## src/common/acq_macros.svh

```systemverilog
`ifndef ACQ_MACROS_SVH
`define ACQ_MACROS_SVH

// wide input beat from the ADC and narrow output word
`define ACQ_S_WIDTH     128
`define ACQ_M_WIDTH     64

// lane layout of one input beat
`define ACQ_LANES       8
`define ACQ_LANE_WIDTH  16

// sample resolution, sits in the low bits of each lane
`define ACQ_ADC_WIDTH   12

// free running beat counter used as timestamp
`define ACQ_TS_WIDTH    16

// record lengths in wide beats
`define ACQ_PRE_LEN     12
// trigger beat included
`define ACQ_POST_LEN    38

// percent of adc full scale
`define ACQ_THRESH_PCT  10

`endif

```

## src/common/acq_pkg.sv

```systemverilog
`include "acq_macros.svh"

package acq_pkg;

    // ring buffer acquisition states
    typedef enum logic [1:0]
    {
        FILL,
        ARMED,
        POST,
        READOUT
    } acq_state_e;

    // which half of the wide beat is on the output
    typedef enum logic
    {
        LOW_HALF,
        HIGH_HALF
    } pack_phase_e;

    // one adc sample without lane padding
    typedef logic [`ACQ_ADC_WIDTH-1:0] sample_t;

    // trigger level in adc codes, 10 percent of 4096 gives 409
    localparam sample_t THRESHOLD =
        sample_t'((`ACQ_THRESH_PCT * (1 << `ACQ_ADC_WIDTH)) / 100);

endpackage

```

## src/common/sample_stream_if.sv

```systemverilog
`timescale 1ns/1ps
`include "acq_macros.svh"

interface sample_stream_if;

    logic [`ACQ_S_WIDTH-1:0]  beat;
    logic                     valid;
    // beat has a lane at or above threshold
    logic                     trig;
    // beat count at the time of this beat
    logic [`ACQ_TS_WIDTH-1:0] ts;

    // input side, plain strobe without ready
    modport src
    (
        output beat,
        output valid,
        output trig,
        output ts
    );

    modport dst
    (
        input beat,
        input valid,
        input trig,
        input ts
    );

endinterface

```

## src/design/acq_frontend.sv

```systemverilog
`timescale 1ns/1ps
`include "acq_macros.svh"

module acq_frontend
(
    input  logic                    AXIS_ACLK,
    input  logic                    AXIS_ARESETN,
    input  logic [`ACQ_S_WIDTH-1:0] s_axis_tdata,
    input  logic                    s_axis_tvalid,
    sample_stream_if.src            out
);

    logic [`ACQ_TS_WIDTH-1:0] beat_cnt;
    logic                     over_thresh;
    logic                     held_over;
    acq_pkg::sample_t         lane_sample [`ACQ_LANES];

    // any lane at or above the trigger level
    always_comb
    begin
        over_thresh = 1'b0;
        for (int i = 0; i < `ACQ_LANES; i++)
        begin
            lane_sample[i] = s_axis_tdata[i*`ACQ_LANE_WIDTH +: `ACQ_ADC_WIDTH];
            if (lane_sample[i] >= acq_pkg::THRESHOLD)
            begin
                over_thresh = 1'b1;
            end
        end
    end

    // same compare on the registered beat
    always_comb
    begin
        held_over = 1'b0;
        for (int i = 0; i < `ACQ_LANES; i++)
        begin
            if (out.beat[i*`ACQ_LANE_WIDTH +: `ACQ_ADC_WIDTH] >= acq_pkg::THRESHOLD)
            begin
                held_over = 1'b1;
            end
        end
    end

    // strobe, trigger flag and timestamp counter
    always_ff @(posedge AXIS_ACLK)
    begin
        if (!AXIS_ARESETN)
        begin
            out.valid <= 1'b0;
            out.trig  <= 1'b0;
            beat_cnt  <= '0;
        end
        else
        begin
            out.valid <= s_axis_tvalid;
            out.trig  <= s_axis_tvalid && over_thresh;
            // wraps at 2^16
            if (s_axis_tvalid)
            begin
                beat_cnt <= beat_cnt + 1'b1;
            end
        end
    end

    // beat and its count before the increment
    always_ff @(posedge AXIS_ACLK)
    begin
        if (s_axis_tvalid)
        begin
            out.beat <= s_axis_tdata;
            out.ts   <= beat_cnt;
        end
    end

    trig_matches_beat: assert property (
        @(posedge AXIS_ACLK) disable iff (!AXIS_ARESETN)
        out.trig == (out.valid && held_over)
    ) else $error("trigger flag disagrees with the registered beat or its strobe");

endmodule

```

## src/flat_wrapper.sv

```systemverilog
// flat-port wrapper written by rule: the top's interface ports become plain ports
module acq_frontend_flat 
  (AXIS_ACLK, AXIS_ARESETN, s_axis_tdata, s_axis_tvalid, out_beat, out_valid, out_trig, out_ts);
  sample_stream_if out_i ();
  input  logic AXIS_ACLK;
  input  logic AXIS_ARESETN;
  input  logic [`ACQ_S_WIDTH-1:0] s_axis_tdata;
  input  logic s_axis_tvalid;
  output wire logic [$bits(out_i.beat)-1:0] out_beat;
  output wire logic [$bits(out_i.valid)-1:0] out_valid;
  output wire logic [$bits(out_i.trig)-1:0] out_trig;
  output wire logic [$bits(out_i.ts)-1:0] out_ts;
  assign out_beat = out_i.beat;
  assign out_valid = out_i.valid;
  assign out_trig = out_i.trig;
  assign out_ts = out_i.ts;
  acq_frontend u_core (.AXIS_ACLK(AXIS_ACLK), .AXIS_ARESETN(AXIS_ARESETN), .s_axis_tdata(s_axis_tdata), .s_axis_tvalid(s_axis_tvalid), .out(out_i));
endmodule
```

## config.mk

```make
export PLATFORM = sky130hd
export DESIGN_NAME = acq_frontend_flat
export DESIGN_NICKNAME = d
export VERILOG_FILES = /design/src/common/acq_pkg.sv /design/src/common/sample_stream_if.sv /design/src/design/acq_frontend.sv /design/src/flat_wrapper.sv
export VERILOG_INCLUDE_DIRS = /design/src /design/src/common
export SDC_FILE = /design/constraint.sdc
export NUM_CORES = 1
export LEC_CHECK = 0
export BUFFER_PORTS_ARGS = -buffer_cell sky130_fd_sc_hd__buf_2
export CELL_PAD_IN_SITES_DETAIL_PLACEMENT = 0
export CELL_PAD_IN_SITES_GLOBAL_PLACEMENT = 1
export CORE_MARGIN = 2
export CORE_UTILIZATION = 36
export CTS_BUF_LIST = sky130_fd_sc_hd__clkbuf_16
export DETAILED_ROUTE_END_ITERATION = 8
export GPL_TIMING_DRIVEN = 0
export PLACE_DENSITY_LB_ADDON = 0.08
export SKIP_CTS_REPAIR_TIMING = 1
export SLEW_MARGIN = 20
export SYNTH_ARGS = -nofsm -noshare
export SYNTH_HDL_FRONTEND = slang
export SYNTH_SLANG_ARGS = --single-unit
```

## constraint.sdc

```tcl
create_clock -name AXIS_ACLK -period 2.7 [get_ports AXIS_ACLK]
set_clock_uncertainty 0.2 [all_clocks]
set_input_delay 0.81 -clock AXIS_ACLK [delete_from_list [all_inputs] [get_ports AXIS_ACLK]]
set_output_delay 0.81 -clock AXIS_ACLK [all_outputs]
set_load 0.02 [all_outputs]
```

==> impl_metrics.json <==
{
  "clock.fmax_ghz": 0.411,
  "cts_made_buffers": 17,
  "crit_chain": "buf_8, buf_2, nand3_1, or4_4, or3_1, a21boi_1",
  "synth_warnings": 0,
  "dp_hpwl_mm": 10.7,
  "layout_common_cells": "buf_2, edfxtp_1, dfxtp_1, clkbuf_16, nand2_1",
  "die_y_um": 126,
  "worstSetupPathType": "in -> reg",
  "dpl.cell_count": 726,
  "core_area_sq_um": 14500,
  "synth_ff_type": "edfxtp_1",
  "syn_area_sq_um": 5360,
  "pin_count": 277,
  "first_iter_violations": 212,
  "detail_route.wirelength_mm": 14.0,
  "pre_cts_ws_ns": -0.209,
  "r2r_slack_ns": 0.69,
  "final_common_cell": "buf_2",
  "hp-start": "u_core.beat_cnt[9]",
  "slew_headroom_pct": 63.7,
  "ff2ff_path_depth": 5,
  "antenna_found_initial": 1,
  "drt_first_pass_iters": 4,
  "finalCritPeriodShare_pct": 90.1,
  "r2r_start": "u_core.beat_cnt[0]",
  "critPathLaunchType": "primary input",
  "syn-num-nets": 398,
  "drtAntennaViolNets": 0,
  "final_cells": 758,
  "synth_area_leader_cell": "edfxtp_1",
  "final-setup-viol-count": 0,
  "diodes": 0,
  "critical_path_required_ns": 2.84,
  "cts_num_sinks": 162,
  "peakVddDrop_v": 0.000366,
  "powerDensity_nw_per_um2": 769,
  "dieArea_sq_um": 15900,
  "vias": 3563,
  "hp-class": "reg -> reg",
  "cp.arrival_ns": 2.58,
  "yosysSeqAreaShare_pct": 87.3,
  "root_buffer": "clkbuf_16",
  "cp_num_buf_inv": 2,
  "p_leak_uw": 0.00315,
  "overflow": 0,
  "ys_async_sr_fraction_pct": 0,
  "end_kind": "flop",
  "port_buffers": 275,
  "synth_top_area_share_pct": 80.6,
  "drive_gt1_share_pct": 53.7,
  "place.gp.congestion": 0.810,
  "synth_area_per_cell_sq_um": 20.2,
  "worst_slack_ns": 0.266,
  "fin_crit_ns": 2.43,
  "dieWidth_um": 126,
  "path_max_fanout": 55,
  "slowest_stage": "or4_4",
  "grt_pass1_wl_mm": 20.6,
  "yosysUniqueCellTypes": 34,
  "clk_pin_slew_ns": 0.06,
  "synth_area_leaders": "edfxtp_1, dfxtp_1, nand4_1",
  "min_to": "u_core.out.ts[9]",
  "rsz0062_at_grt": "no",
  "rows": 44,
  "synth_edf_count": 144,
  "hold_violations": 0,
  "viasPerCell": 4.70,
  "drv_cap": 0,
  "synthCells": 266,
  "wl_per_cell_um": 18.4,
  "synth_seq_cells": 162,
  "critPathMaxStageDelay_ns": 0.55,
  "tightest_slew_ns": 0.537,
  "maxSlewViolCount": 0,
  "crit_family": "simple AND/OR/NAND/NOR gates",
  "track_usage_pct": 17.5,
  "drc_errors": 0,
  "r2r_end": "u_core.beat_cnt[12]",
  "status": "finished, final reports clean",
  "grt_max_degree": 92,
  "clkLatencyLatePin_ns": 0.41,
  "min_path_cells": 0,
  "cts_tree": "done",
  "cts_htree_levels": 4,
  "initial_utilization_pct": 36.9,
  "area.growth.synth_to_final_pct": 41.2,
  "clock_path_buffers": 2,
  "final_nets": 693,
  "grt_pass1_vias": 3485
}
[routing by layer]
| layer | part of all wire [%] | vias up | global-route usage [%] |
|---|---|---|---|
| li1 | - | 1662 | - |
| met1 | 38 | 1733 | 19.7 |
| met2 | 52 | 147 | 30.5 |
| met3 | 7.8 | 19 | 6.33 |
| met4 | 1.4 | 2 | 6.66 |
| met5 | 0.093 | - | 0 |
[per-stage QoR]
stage / instance area [sq um] / total power (uW) / util [%] / TNS, ns / hold slack [ns]
floorplan: 5360 / 3260 / - / 0 / 0.208
global placement: 6970 / 3600 / 48.0 / -181.65 / 0.228
detailed placement: 7010 / 3600 / 48.2 / -0.864 / 0.221
CTS: 7580 / 5910 / 52.1 / 0 / 0.244
global route: 7580 / 6050 / 52.1 / 0 / 0.249
finish: 7580 / 5830 / 52.1 / 0 / 0.237
[cells in the mapped netlist, types with 5 or more instances]
master and count:
xnor2_1 6, and2_1 8, nor4_1 5, nand2_1 12, nor3_1 7, o21ai_0 5, or3_1 6, nand4_1 9
edfxtp_1 144, dfxtp_1 18
[cells by family (layout without fill, tap and decap cells)]
group	count (synthesis)	count (layout)	share of synthesized area, %
xor+xnor	7	7	1.14
fa+ha+maj	1	1	0.233
mux	4	4	0.746
simple gates	61	61	6.37
flops	162	162	87.3
buf+inv	5	313	0.373
compound gates	26	26	3.80
[power breakdown]
part / internal [uW] / switching, uW / total, uW
Clock: 1350 / 934 / 2280
Sequential: 2910 / 40.4 / 2950
Combinational: 195 / 391 / 586
[worst max-delay path by stage]
| stage | start | end | slack, ns | cells past startpoint |
|---|---|---|---|---|
| after CTS | s_axis_tvalid | u_core.beat_cnt[13] | 0.24 | 6 |
| final | s_axis_tvalid | u_core.beat_cnt[12] | 0.27 | 6 |
| after global routing | s_axis_tvalid | u_core.beat_cnt[13] | 0.03 | 6 |
| after floorplan | s_axis_tvalid | u_core.beat_cnt[12] | 0.41 | 5 |
| after global placement | s_axis_tvalid | u_core.beat_cnt[13] | -2.33 | 6 |
| after detailed placement | s_axis_tvalid | u_core.beat_cnt[13] | -0.21 | 6 |
[registers in the layout, indices dropped and copies added (netlist names)]
register and cells:
u_core.out.beat 128, u_core.out.valid 1, u_core.out.ts 16, u_core.out.trig 1, u_core.beat_cnt 16
[cell type report]
class	instances	area, sq um
flip-flops and latches	162	4680
clock inverters	15	143
inverters	2	7.51
fillers	1287	6960
repair buffers	276	1410
clock buffers	17	425
well taps	184	230
plain buffers	3	12.5
multi-input cells	99	659
No activity file was read; power rests on OpenSTA's default activity.
