`config.mk`:
```
export PLATFORM = sky130hd
export DESIGN_NAME = stream_packer_flat
export DESIGN_NICKNAME = d
export VERILOG_FILES = /design/src/common/acq_pkg.sv /design/src/common/beat_stream_if.sv /design/src/design/stream_packer.sv /design/src/flat_wrapper.sv
export VERILOG_INCLUDE_DIRS = /design/src /design/src/common
export SDC_FILE = /design/constraint.sdc
export NUM_CORES = 1
export LEC_CHECK = 0
export BUFFER_PORTS_ARGS = -buffer_cell sky130_fd_sc_hd__clkbuf_2
export CORE_ASPECT_RATIO = 1.4
export CORE_MARGIN = 2
export CORE_UTILIZATION = 40
export CTS_CLUSTER_SIZE = 12
export DETAILED_ROUTE_END_ITERATION = 12
export GPL_TIMING_DRIVEN = 1
export PLACE_DENSITY_LB_ADDON = 0.12
export SYNTH_ARGS = -nofsm -noshare
export SYNTH_HDL_FRONTEND = slang
export SYNTH_SLANG_ARGS = --single-unit
```
`constraint.sdc`:
```
create_clock -name AXIS_ACLK -period 23.3 [get_ports AXIS_ACLK]
set_clock_uncertainty 0.1 [all_clocks]
set_input_delay 2.33 -clock AXIS_ACLK [delete_from_list [all_inputs] [get_ports AXIS_ACLK]]
set_output_delay 2.33 -clock AXIS_ACLK [all_outputs]
set_load 0.005 [all_outputs]
```
`src/common/acq_macros.svh`:
```
`ifndef ACQ_MACROS_SVH
`define ACQ_MACROS_SVH

// wide input beat from the ADC and narrow output word
`define ACQ_S_WIDTH     128
`define ACQ_M_WIDTH     64

// lane layout of one input beat
`define ACQ_LANES       8
`define ACQ_LANE_WIDTH  16

// sample resolution, sits in the low bits of each lane
`define ACQ_ADC_WIDTH   12

// free running beat counter used as timestamp
`define ACQ_TS_WIDTH    16

// record lengths in wide beats
`define ACQ_PRE_LEN     12
// trigger beat included
`define ACQ_POST_LEN    38

// percent of adc full scale
`define ACQ_THRESH_PCT  10

`endif

```
`src/common/acq_pkg.sv`:
```
`include "acq_macros.svh"

package acq_pkg;

    // ring buffer acquisition states
    typedef enum logic [1:0]
    {
        FILL,
        ARMED,
        POST,
        READOUT
    } acq_state_e;

    // which half of the wide beat is on the output
    typedef enum logic
    {
        LOW_HALF,
        HIGH_HALF
    } pack_phase_e;

    // one adc sample without lane padding
    typedef logic [`ACQ_ADC_WIDTH-1:0] sample_t;

    // trigger level in adc codes, 10 percent of 4096 gives 409
    localparam sample_t THRESHOLD =
        sample_t'((`ACQ_THRESH_PCT * (1 << `ACQ_ADC_WIDTH)) / 100);

endpackage

```
`src/common/beat_stream_if.sv`:
```
`timescale 1ns/1ps
`include "acq_macros.svh"

interface beat_stream_if;

    logic [`ACQ_S_WIDTH-1:0] data;
    logic                    valid;
    logic                    ready;
    // header beat of a record
    logic                    first;
    // final stored beat of a record
    logic                    last;

    // ring buffer side
    modport src
    (
        output data,
        output valid,
        output first,
        output last,
        input  ready
    );

    // packer side
    modport dst
    (
        input  data,
        input  valid,
        input  first,
        input  last,
        output ready
    );

endinterface

```
`src/design/stream_packer.sv`:
```
`timescale 1ns/1ps
`include "acq_macros.svh"

module stream_packer
(
    input  logic                    AXIS_ACLK,
    input  logic                    AXIS_ARESETN,
    beat_stream_if.dst              in,
    output logic [`ACQ_M_WIDTH-1:0] m_axis_tdata,
    output logic                    m_axis_tvalid,
    input  logic                    m_axis_tready,
    output logic                    m_axis_tuser,
    output logic                    m_axis_tlast
);

    logic [`ACQ_S_WIDTH-1:0] hold_beat;
    logic                    hold_first;
    logic                    hold_last;
    acq_pkg::pack_phase_e    phase;
    logic                    accept;
    logic                    word_done;

    // take a new wide beat only once both words are gone
    assign in.ready  = !m_axis_tvalid;
    assign accept    = in.valid && in.ready;
    assign word_done = m_axis_tvalid && m_axis_tready;

    always_ff @(posedge AXIS_ACLK)
    begin
        if (!AXIS_ARESETN)
        begin
            m_axis_tvalid <= 1'b0;
            phase         <= acq_pkg::LOW_HALF;
            hold_first    <= 1'b0;
            hold_last     <= 1'b0;
        end
        else if (accept)
        begin
            m_axis_tvalid <= 1'b1;
            phase         <= acq_pkg::LOW_HALF;
            hold_first    <= in.first;
            hold_last     <= in.last;
        end
        else if (word_done)
        begin
            if (phase == acq_pkg::LOW_HALF)
            begin
                phase <= acq_pkg::HIGH_HALF;
            end
            else
            begin
                m_axis_tvalid <= 1'b0;
            end
        end
    end

    always_ff @(posedge AXIS_ACLK)
    begin
        if (accept)
        begin
            hold_beat <= in.data;
        end
    end

    // low half first
    assign m_axis_tdata = (phase == acq_pkg::LOW_HALF) ?
                          hold_beat[`ACQ_M_WIDTH-1:0] :
                          hold_beat[`ACQ_S_WIDTH-1:`ACQ_M_WIDTH];

    // frame marks only on the word they belong to
    assign m_axis_tuser = m_axis_tvalid && hold_first && (phase == acq_pkg::LOW_HALF);
    assign m_axis_tlast = m_axis_tvalid && hold_last && (phase == acq_pkg::HIGH_HALF);

    hold_word_on_stall: assert property (
        @(posedge AXIS_ACLK) disable iff (!AXIS_ARESETN)
        m_axis_tvalid && !m_axis_tready |=> m_axis_tvalid && $stable(m_axis_tdata) &&
            $stable(m_axis_tuser) && $stable(m_axis_tlast)
    ) else $error("output word changed while tready was low");

endmodule

```
`src/flat_wrapper.sv`:
```
// flat-port wrapper written by rule: the top's interface ports become plain ports
module stream_packer_flat 
  (AXIS_ACLK, AXIS_ARESETN, m_axis_tdata, m_axis_tvalid, m_axis_tready, m_axis_tuser, m_axis_tlast, in_data, in_valid, in_first, in_last, in_ready);
  beat_stream_if in_i ();
  input  logic AXIS_ACLK;
  input  logic AXIS_ARESETN;
  output logic [`ACQ_M_WIDTH-1:0] m_axis_tdata;
  output logic m_axis_tvalid;
  input  logic m_axis_tready;
  output logic m_axis_tuser;
  output logic m_axis_tlast;
  input wire logic [$bits(in_i.data)-1:0] in_data;
  input wire logic [$bits(in_i.valid)-1:0] in_valid;
  input wire logic [$bits(in_i.first)-1:0] in_first;
  input wire logic [$bits(in_i.last)-1:0] in_last;
  output wire logic [$bits(in_i.ready)-1:0] in_ready;
  assign in_i.data = in_data;
  assign in_i.valid = in_valid;
  assign in_i.first = in_first;
  assign in_i.last = in_last;
  assign in_ready = in_i.ready;
  stream_packer u_core (.AXIS_ACLK(AXIS_ACLK), .AXIS_ARESETN(AXIS_ARESETN), .in(in_i), .m_axis_tdata(m_axis_tdata), .m_axis_tvalid(m_axis_tvalid), .m_axis_tready(m_axis_tready), .m_axis_tuser(m_axis_tuser), .m_axis_tlast(m_axis_tlast));
endmodule
```
==> flow_summary.toml, run 1 <==
[grt]
grt_pass1_vias = 2864
grt_max_degree = 69
grt_pass1_wl_um = 13810
grt-ovfl-total = 0
grt_use_total = 0.1421
antenna_found_initial = 0

[clocking]
clk_path_buf_depth = 2
clk_latency_ps = 390
cts_root_buf = "clkbuf_16"
cts_setup_buffers = 0
clk_pin_slew_ps = 50
cts-buffers-inserted = 17
post_cts_resized = 0
clock-sinks = 132
cts_tree = "built"
cts_hold_buffers = 0
h-tree-depth = 4

[die]
die_h_um = 134.3
rows = 47
boundaryPins = 202
dieArea_um2 = 13040
coreArea_um2 = 11820
die_x_um = 97.10
start_util = 0.4106

[logic_synthesis]
synth_seq_area_share = 0.8085
yosysWarningCount = 0
syn_inst = 220
syn_nets = 354
syn-cell-area_um2 = 4853
syn_area_per_cell_um2 = 22.06
ys_types = 15
ys_ff_latch = 132

[worst_setup_path]
cp_slowest_cell = "dfxtp_4"
crit_path_cell_trace = "mux2_2 -> clkbuf_2"
slowest_delay_ps = 1030
r2r-start = "u_core.m_axis_tvalid$_SDFFE_PN0P_"
ff2ff_setup_slack_ps = 20800
cp.arrival_ps = 2000
r2r_cells = 3
start_kind = "register"
critical_path_class = "reg -> out"
required_ps = 20870
worstPathMaxFanout = 68
cp-end-kind = "output pin"
regToRegEndpoint = "u_core.hold_beat[58]$_DFFE_PP_"

[sta]
setup_viol = 0
max_freq_mhz = 225.6
max_slew.worst_pin.slew_ps = 1026
hold_violations = 0
slew_violations = 0
setup_tns_ps = 0
worst_slack_ps = 18870
relSlewSlack = 0.3160
final.period_utilization = 0.1902
rsz0062_at_grt = "no"
fin_crit_ps = 4433

[finish]
multi_input_area_um2 = 868.3
final_cell_count_no_fill = 592
fin_nets = 568
num_antenna_cells = 0
layout-drive-gt1-share = 0.6517
seq_area_um2 = 3928
fillCellCount = 983
area_growth_pct = 34.62
post-route-util = 0.5528
design_area_um2 = 6534

[flow_run]
drv_cap = 0

[drt]
drt_iter0_markers = 108
routed_wl_um = 9214
drc = 0
num_vias = 2698
dr.pass1.iters = 4
wl_per_cell_um = 15.56
final_antenna_net_count = 0
vias_per_cell = 4.557

[pwr]
p_per_area_nw_per_um2 = 86.15
vdd_drop_max_mv = 0.05039
p_leak_nw = 2.687

[min_path]
hold_end = "u_core.hold_last$_SDFFE_PN0P_"
hp-class = "reg -> reg"
hold_depth = 2
holdCritStartpoint = "u_core.hold_last$_SDFFE_PN0P_"

[placement]
place_ws_ps = 18750
place_inst = 562
gp_congestion = 0.6936
hpwl_um = 6283
io_buffers = 201
dpl_cell_area_um2 = 6005

[run_status]
status = "complete, no violations"
sequential cells by signal, summed over array words and instances (netlist names):
| signal | cells |
|---|---|
| u_core.hold_first | 1 |
| u_core.hold_last | 1 |
| u_core.m_axis_tvalid | 1 |
| u_core.hold_beat | 128 |
| u_core.phase | 1 |
kinds of logic after synthesis:
kind of cell,share of synthesized area
and+or+nand+nor,0.009023
muxes,0.1650
AOI/OAI and AO/OA,0.003352
DFF,0.8085
buffers and inverters,0.01418
cell usage in the layout (no fill, tap or decap):
cell type and count:
nor2_1 1, o21ai_0 2, mux2i_1 2, and3_1 1, buf_4 2, dfxtp_1 3
mux2_4 16, nor2b_4 1, edfxtp_1 128, nand3_1 1, clkbuf_1 4, nand2_1 6
bufinv_16 2, clkbuf_16 17, dfxtp_4 1, a31oi_1 1, clkinv_1 5, mux2_2 48
inv_1 1, clkbuf_2 201, clkinv_2 2
area by class of cell:
type | count | area share
Multi-Input combinational cell | 79 | 0.1329
Sequential cell | 132 | 0.6011
Clock inverter | 9 | 0.01360
Clock buffer | 21 | 0.06741
Tap cell | 147 | 0.02815
Timing Repair Buffer | 203 | 0.1563
Inverter | 1 | 0.0005745
worst max-delay path: cells and delay by family, from the launching register on:
family,cells,cell delay [ps]
buf+inv,1,120
flops,1,1030
mux,1,430
synthesized netlist by cell type:
cell / number / area [um2]
edfxtp_1: 128 / 3844
mux2_2: 48 / 540.5
mux2_4: 16 / 240.2
nand2_1: 6 / 22.52
buf_2: 4 / 20.02
buf_6: 4 / 45.04
dfxtp_1: 4 / 80.08
mux2i_1: 2 / 20.02
o21ai_0: 2 / 10.01
a31oi_1: 1 / 6.260
and3_1: 1 / 6.260
inv_1: 1 / 3.750
nand3_1: 1 / 5.000
nor2_1: 1 / 3.750
nor2b_1: 1 / 6.260
metrics by stage:
step                hold slack (ps)  power [W]
finish                        362.8  0.0005629
global route                  394.5  0.0005848
CTS                           368.6  0.0005718
detailed placement            359.4  0.0003300
global placement              344.3  0.0003285
floorplan                     330.3  0.0003080
metal layers:
layer / track usage / wire length, um / up-vias
met2: 0.2396 / 4911 / 118
met5: 0 / 0 / -
met4: 0.06260 / 144 / 0
li1: - / - / 1292
met1: 0.1510 / 3324 / 1279
met3: 0.06931 / 833 / 9
how the worst max path moves through the flow:
stage	start	to	slack, ps	cells after the start
after floorplan	in_valid	u_core.phase$_SDFFE_PP0P_	14280	2
after global placement	in_valid	u_core.hold_beat[121]$_DFFE_PP_	18830	4
after detailed placement	in_valid	u_core.hold_beat[54]$_DFFE_PP_	18750	4
after CTS	u_core.phase$_SDFFE_PP0P_	m_axis_tdata[7]	18820	2
after global routing	u_core.phase$_SDFFE_PP0P_	m_axis_tdata[2]	18750	2
final	u_core.phase$_SDFFE_PP0P_	m_axis_tdata[7]	18870	2
power by group:
part	internal (W)	switching, W
clock network	0.000154	0.0000850
logic	0.0000243	0.0000169
registers	0.000277	0.00000602
Note: power is estimated with default switching activity, not from simulation.
==> run 2, diff against run 1 <==
==> constraint.sdc (replaced) <==
create_clock -name AXIS_ACLK -period 3.8 [get_ports AXIS_ACLK]
set_clock_uncertainty 0.1 [all_clocks]
set_input_delay 0.38 -clock AXIS_ACLK [delete_from_list [all_inputs] [get_ports AXIS_ACLK]]
set_output_delay 0.38 -clock AXIS_ACLK [all_outputs]
set_load 0.005 [all_outputs]
==> run 2 against run 1 <==
Compared with the run above: worst setup slack worse by 18000 ps; register-to-register slack worse by 19000 ps; largest power group unchanged; routed wire length is 4.1% higher; utilization is 0.47 points higher; critical endpoint is now m_axis_tdata[18]; final area is 0.84% higher; largest cell class unchanged.
==> flow_summary.toml, run 2 (same netlist as run 1, synthesis figures left out) <==
[finish]
post-route-util = 0.5574
mostFrequentLayoutCell = "clkbuf_2"
largest_register_ffs = 128
fillCellCount = 1000
layout.cells.most_common_list = "201 x clkbuf_2, 128 x edfxtp_1, 48 x mux2_2, 17 x clkbuf_16, 16 x mux2_4"
layout-drive-gt1-share = 0.6630
area_growth_pct = 35.76
final_cell_count_no_fill = 598
top_register = "u_core.hold_beat"
fin_nets = 572
num_antenna_cells = 0

[worst_setup_path]
slowest_delay_ps = 1010
r2r_cells = 2
r2r-start = "u_core.m_axis_tvalid$_SDFFE_PN0P_"
cp_slowest_cell = "dfxtp_4"
start_kind = "register"
required_ps = 3320
critPathTopFamily = "flip-flops"
regToRegEndpoint = "u_core.hold_beat[127]$_DFFE_PP_"
ff2ff_setup_slack_ps = 1690
cp-end-kind = "output pin"
critical_path_class = "reg -> out"
crit_path_cell_trace = "mux2_2 -> clkbuf_2"
cp.arrival_ps = 2020
worstPathMaxFanout = 68
critPathBufInv = 1

[sta]
max_slew.worst_pin.slew_ps = 1067
hold_violations = 0
max_freq_mhz = 400.3
setup_tns_ps = 0
final.period_utilization = 0.6574
rsz0062_at_grt = "no"
fin_crit_ps = 2498
setup_viol = 0
slew_violations = 0
hold_slack_ps = 46.28
relSlewSlack = 0.2871

[clocking]
cts-buffers-inserted = 17
post_cts_resized = 0
clk_pin_slew_ps = 60
cts_root_buf = "clkbuf_16"
cts_setup_buffers = 0
h-tree-depth = 4
cts_hold_buffers = 0
clock-sinks = 132
cts_tree = "built"
clk_latency_ps = 400
clk_path_buf_depth = 2

[grt]
grt_max_degree = 69
grt_pass1_wl_um = 14490
grt-ovfl-total = 0
grt_pass1_vias = 2923
grt_use_total = 0.1473
antenna_found_initial = 1

[placement]
io_buffers = 201
place_inst = 566
gp_congestion = 0.7198
hpwl_um = 6683

[drt]
drc = 0
drt_iter0_markers = 128
routed_wl_um = 9596
vias_per_cell = 4.654
wl_per_cell_um = 16.05
final_antenna_net_count = 0
num_vias = 2783
dr.pass1.iters = 4

[die]
start_util = 0.4106
die_x_um = 97.10
boundaryPins = 202
dieArea_um2 = 13040
rows = 47
coreArea_um2 = 11820
die_h_um = 134.3

[min_path]
holdCritStartpoint = "in_data[57]"
hp-class = "in -> reg"
hold_end = "u_core.hold_beat[57]$_DFFE_PP_"
hold_depth = 1

[run_status]
status = "complete, no violations"

[pwr]
vdd_drop_max_mv = 0.3493
power.total_w = 0.003519
p_per_area_nw_per_um2 = 534.1
p_leak_nw = 2.711

[flow_run]
drv_cap = 0
-- run 2: cell count changes in the layout (fill, tap and decap cells not counted) --
cell,change
clkinv_2,+1
clkinv_4,+1
clkinv_1,-3
clkinvlp_4,+3
buf_4,+4
-- run 2: worst max-delay path by stage --
stage	from	to	slack (ps)	cells after the start
finish	u_core.phase$_SDFFE_PP0P_	m_axis_tdata[18]	1300	2
global route	u_core.phase$_SDFFE_PP0P_	m_axis_tdata[42]	1210	2
CTS	u_core.phase$_SDFFE_PP0P_	m_axis_tdata[63]	1270	2
detailed placement	in_valid	u_core.hold_beat[100]$_DFFE_PP_	1580	3
global placement	in_valid	u_core.hold_beat[39]$_DFFE_PP_	1640	3
floorplan	in_valid	u_core.phase$_SDFFE_PP0P_	880	2
-- run 2: worst reg2reg max path: stages (launching register included) --
cell,delay [ps]
dfxtp_1,400
nor2b_4,860
buf_4,430
-- run 2: area by class of cell --
class,instances,area [um2],area share
inverters,1,3.754,0.0005697
clock inverters,11,113.9,0.01728
flip-flops and latches,132,3928,0.5961
well taps,147,183.9,0.02791
repair buffers,207,1051,0.1595
multi-input cells,79,868.3,0.1318
clock buffers,21,440.4,0.06684
-- run 2: per-layer routing --
| metal | track usage | share of wire | routed length [um] | vias up |
|---|---|---|---|---|
| li1 | - | - | - | 1306 |
| met3 | 0.06618 | 0.077 | 743 | 13 |
| met1 | 0.1519 | 0.36 | 3415 | 1348 |
| met2 | 0.2631 | 0.55 | 5312 | 114 |
| met5 | 0 | 0.0011 | 11 | - |
| met4 | 0.05399 | 0.012 | 112 | 2 |
-- run 2: per-stage QoR --
step	setup WS (ps)	area, um2
2_1_floorplan	879.6	4861
3_3_place_gp	1640	6035
3_5_place_dp	1584	6035
4_1_cts	1270	6589
5_1_grt	1215	6589
6_report	1302	6589
-- run 2: power breakdown --
group	internal [W]	switching, W
logic	0.000153	0.000106
registers	0.00170	0.0000372
clock network	0.000957	0.000570
total	0.00281	0.000713
==> run 3, diff against run 2 <==
--- a/config.mk
+++ b/config.mk
@@ -6,6 +6,7 @@
 export SDC_FILE = /design/constraint.sdc
 export NUM_CORES = 1
 export LEC_CHECK = 0
+export ABC_AREA = 1
 export BUFFER_PORTS_ARGS = -buffer_cell sky130_fd_sc_hd__clkbuf_2
 export CORE_ASPECT_RATIO = 1.4
 export CORE_MARGIN = 2
==> constraint.sdc (replaced) <==
create_clock -name AXIS_ACLK -period 2.62 [get_ports AXIS_ACLK]
set_clock_uncertainty 0.1 [all_clocks]
set_input_delay 0.262 -clock AXIS_ACLK [delete_from_list [all_inputs] [get_ports AXIS_ACLK]]
set_output_delay 0.262 -clock AXIS_ACLK [all_outputs]
set_load 0.005 [all_outputs]
==> run 3 against run 2 <==
Compared with the run above: die area fell by 0.60%; clock power is 59% higher; critical path depth is 2 higher; non-clock buffer count is 126 higher; synthesized area down 0.62%; largest cell class unchanged.
==> flow_summary.toml, run 3 <==
[pwr]
p_seq_frac = 0.457
p_per_area_nw_per_um2 = 691.7
p_switching_w = 0.001126
power_frac_clock = 0.446
vdd_drop_max_mv = 0.4280
pwr-share-comb = 0.097
sw_frac_of_total = 0.2062
internal-power_w = 0.004334
p_leak_nw = 3.551

[worst_setup_path]
cp.arrival_ps = 1680
worstPathMaxFanout = 66
cp-end-kind = "output pin"
critical_path_class = "reg -> out"
start_kind = "register"
required_ps = 2260

[finish]
final_cell_count_no_fill = 860
layout-drive-gt1-share = 0.3338
num_antenna_cells = 0
largest_register_ffs = 128
top_register = "u_core.hold_beat"
post-route-util = 0.6678
layout.cells.most_common_list = "201 x clkbuf_2, 199 x nand2_1, 129 x dlygate4sd3_1, 128 x edfxtp_1, 17 x clkbuf_16"
fin_nets = 835
multi_input_area_um2 = 807.0
fillCellCount = 870
area_growth_pct = 63.66
seq_area_um2 = 3926
mostFrequentLayoutCell = "clkbuf_2"
design_area_um2 = 7894

[sta]
final.period_utilization = 0.7778
rsz0062_at_grt = "no"
setup_viol = 0
max_slew.worst_pin.slew_ps = 750.2
slew_violations = 0
fin_crit_ps = 2038
relSlewSlack = 0.4999
hold_violations = 0
max_freq_mhz = 490.7

[drt]
routed_wl_um = 11780
vias_per_cell = 4.433
final_antenna_net_count = 0
num_vias = 3812
dr.pass1.iters = 6
drt_iter0_markers = 165
wl_per_cell_um = 13.70
drc = 0

[grt]
grt_util_met1 = 0.1944
grt_pass1_wl_um = 18800
grt-ovfl-total = 0
grt_pass1_vias = 4052
grt_most_used_layer = "met2"
grt_use_total = 0.1871
use_met2 = 0.3426
antenna_found_initial = 0
grt_max_degree = 132
grtUsageMet3 = 0.05419

[logic_synthesis]
ys_ff_latch = 132
synthTopCellsByCount = "199 x nand2_1, 128 x edfxtp_1, 10 x nor2_1"
yosys.cell_count.top_type = "nand2_1"
synth-async-reset-ratio = 0
syn_area_per_cell_um2 = 13.29
synthDominantCellAreaShare = 0.7969
synth_edf_count = 128
syn_nets = 497
syn_inst = 363
synth_seq_area_share = 0.8135
ys_types = 11
syn-cell-area_um2 = 4823
yosysTopAreaCell = "edfxtp_1"
yosysWarningCount = 0
synth.area.top_cells = "edfxtp_1 80%, nand2_1 15%, dfxtp_1 1.7%"
ys.flop_type = "edfxtp_1"

[placement]
place_inst = 700
dpl_cell_area_um2 = 5989
gp_congestion = 0.7427
hpwl_um = 6837
io_buffers = 201

[clocking]
clock-sinks = 132
cts_root_buf = "clkbuf_16"
clk_latency_ps = 410
clk_path_buf_depth = 2
cts_tree = "built"
h-tree-depth = 4
cts-buffers-inserted = 17
clk_pin_slew_ps = 50

[die]
rows = 47
die_x_um = 96.81
die_h_um = 133.9
coreArea_um2 = 11820
boundaryPins = 202
dieArea_um2 = 12970
start_util = 0.4081

[min_path]
hp-class = "in -> reg"

[run_status]
status = "complete, no violations"

[flow_run]
drv_cap = 0
==> run 3: cell types whose count changed in the layout (fill, tap and decap cells not counted), moves of 3 or more <==
cell / delta
buf_4: -5
clkbuf_1: -4
dlygate4sd3_1: +129
inv_1: +3
mux2_2: -48
mux2_4: -16
nand2_1: +193
nor2_1: +8
==> run 3: kinds of logic (layout without fill, tap and decap cells) <==
kind of cell	after synthesis	after routing	synth area share
flops	132	132	0.8135
compound gates	1	1	0.001037
buf+inv	19	369	0.02075
simple gates	211	211	0.1647
==> run 3: final timing paths <==
check	cells after the start	endpoint	slack (ps)	startpoint
setup / recovery	4	m_axis_tdata[63]	580	u_core.phase$_SDFFE_PP0P_
hold / removal	4	u_core.m_axis_tvalid$_SDFFE_PN0P_	60	m_axis_tready
setup reg to reg	2	u_core.hold_beat[3]$_DFFE_PP_	1050	u_core.m_axis_tvalid$_SDFFE_PN0P_
hold reg to reg	2	u_core.hold_last$_SDFFE_PN0P_	390	u_core.hold_last$_SDFFE_PN0P_
==> run 3: through the flow <==
| stage | TNS (ps) | total power (W) | hold WS, ps | setup slack [ps] |
|---|---|---|---|---|
| 6_report | 0 | 0.005460 | 57.20 | 582.1 |
| 5_1_grt | 0 | 0.005657 | 96.81 | 397.6 |
| 4_1_cts | 0 | 0.005502 | 39.19 | 501.2 |
| 3_5_place_dp | 0 | 0.002913 | 340.6 | 948.0 |
| 3_3_place_gp | 0 | 0.002905 | 338.4 | 968.7 |
| 2_1_floorplan | -20050 | 0.002690 | 260.9 | -156.5 |
==> run 3: power by group through the flow <==
stage          Clock, W  Combinational, W  Sequential, W
2_1_floorplan         0          0.000156        0.00253
3_3_place_gp          0          0.000372        0.00253
3_5_place_dp          0          0.000377        0.00254
4_1_cts         0.00247          0.000534        0.00249
5_1_grt         0.00257          0.000588        0.00250
6_report        0.00243          0.000532        0.00249
==> run 3: worst max-delay path: stages (launching register included) <==
cell      delay, ps
dfxtp_2         330
buf_4           540
nand2_1         110
nand2_1         150
clkbuf_2        130
==> run 3: per-layer routing <==
metal | wire, um | up-vias | share of wire
met2 | 6377 | 132 | 0.54
li1 | - | 1891 | -
met4 | 381 | 0 | 0.032
met1 | 4342 | 1761 | 0.37
met5 | 0 | - | 0
met3 | 677 | 28 | 0.057
==> run 3: final cells by class <==
type / instances / area share
Tap cell: 147 / 0.02330
Clock inverter: 14 / 0.02378
Sequential cell: 132 / 0.4974
Timing Repair Buffer: 333 / 0.2970
Inverter: 5 / 0.002378
Clock buffer: 17 / 0.05389
Multi-Input combinational cell: 212 / 0.1022
==> run 3: repair_timing <==
item	4_1_cts	5_1_grt
hold endpoints to repair	129	0
gates resized for setup	0	0
hold buffers	129	0
setup buffers	0	0
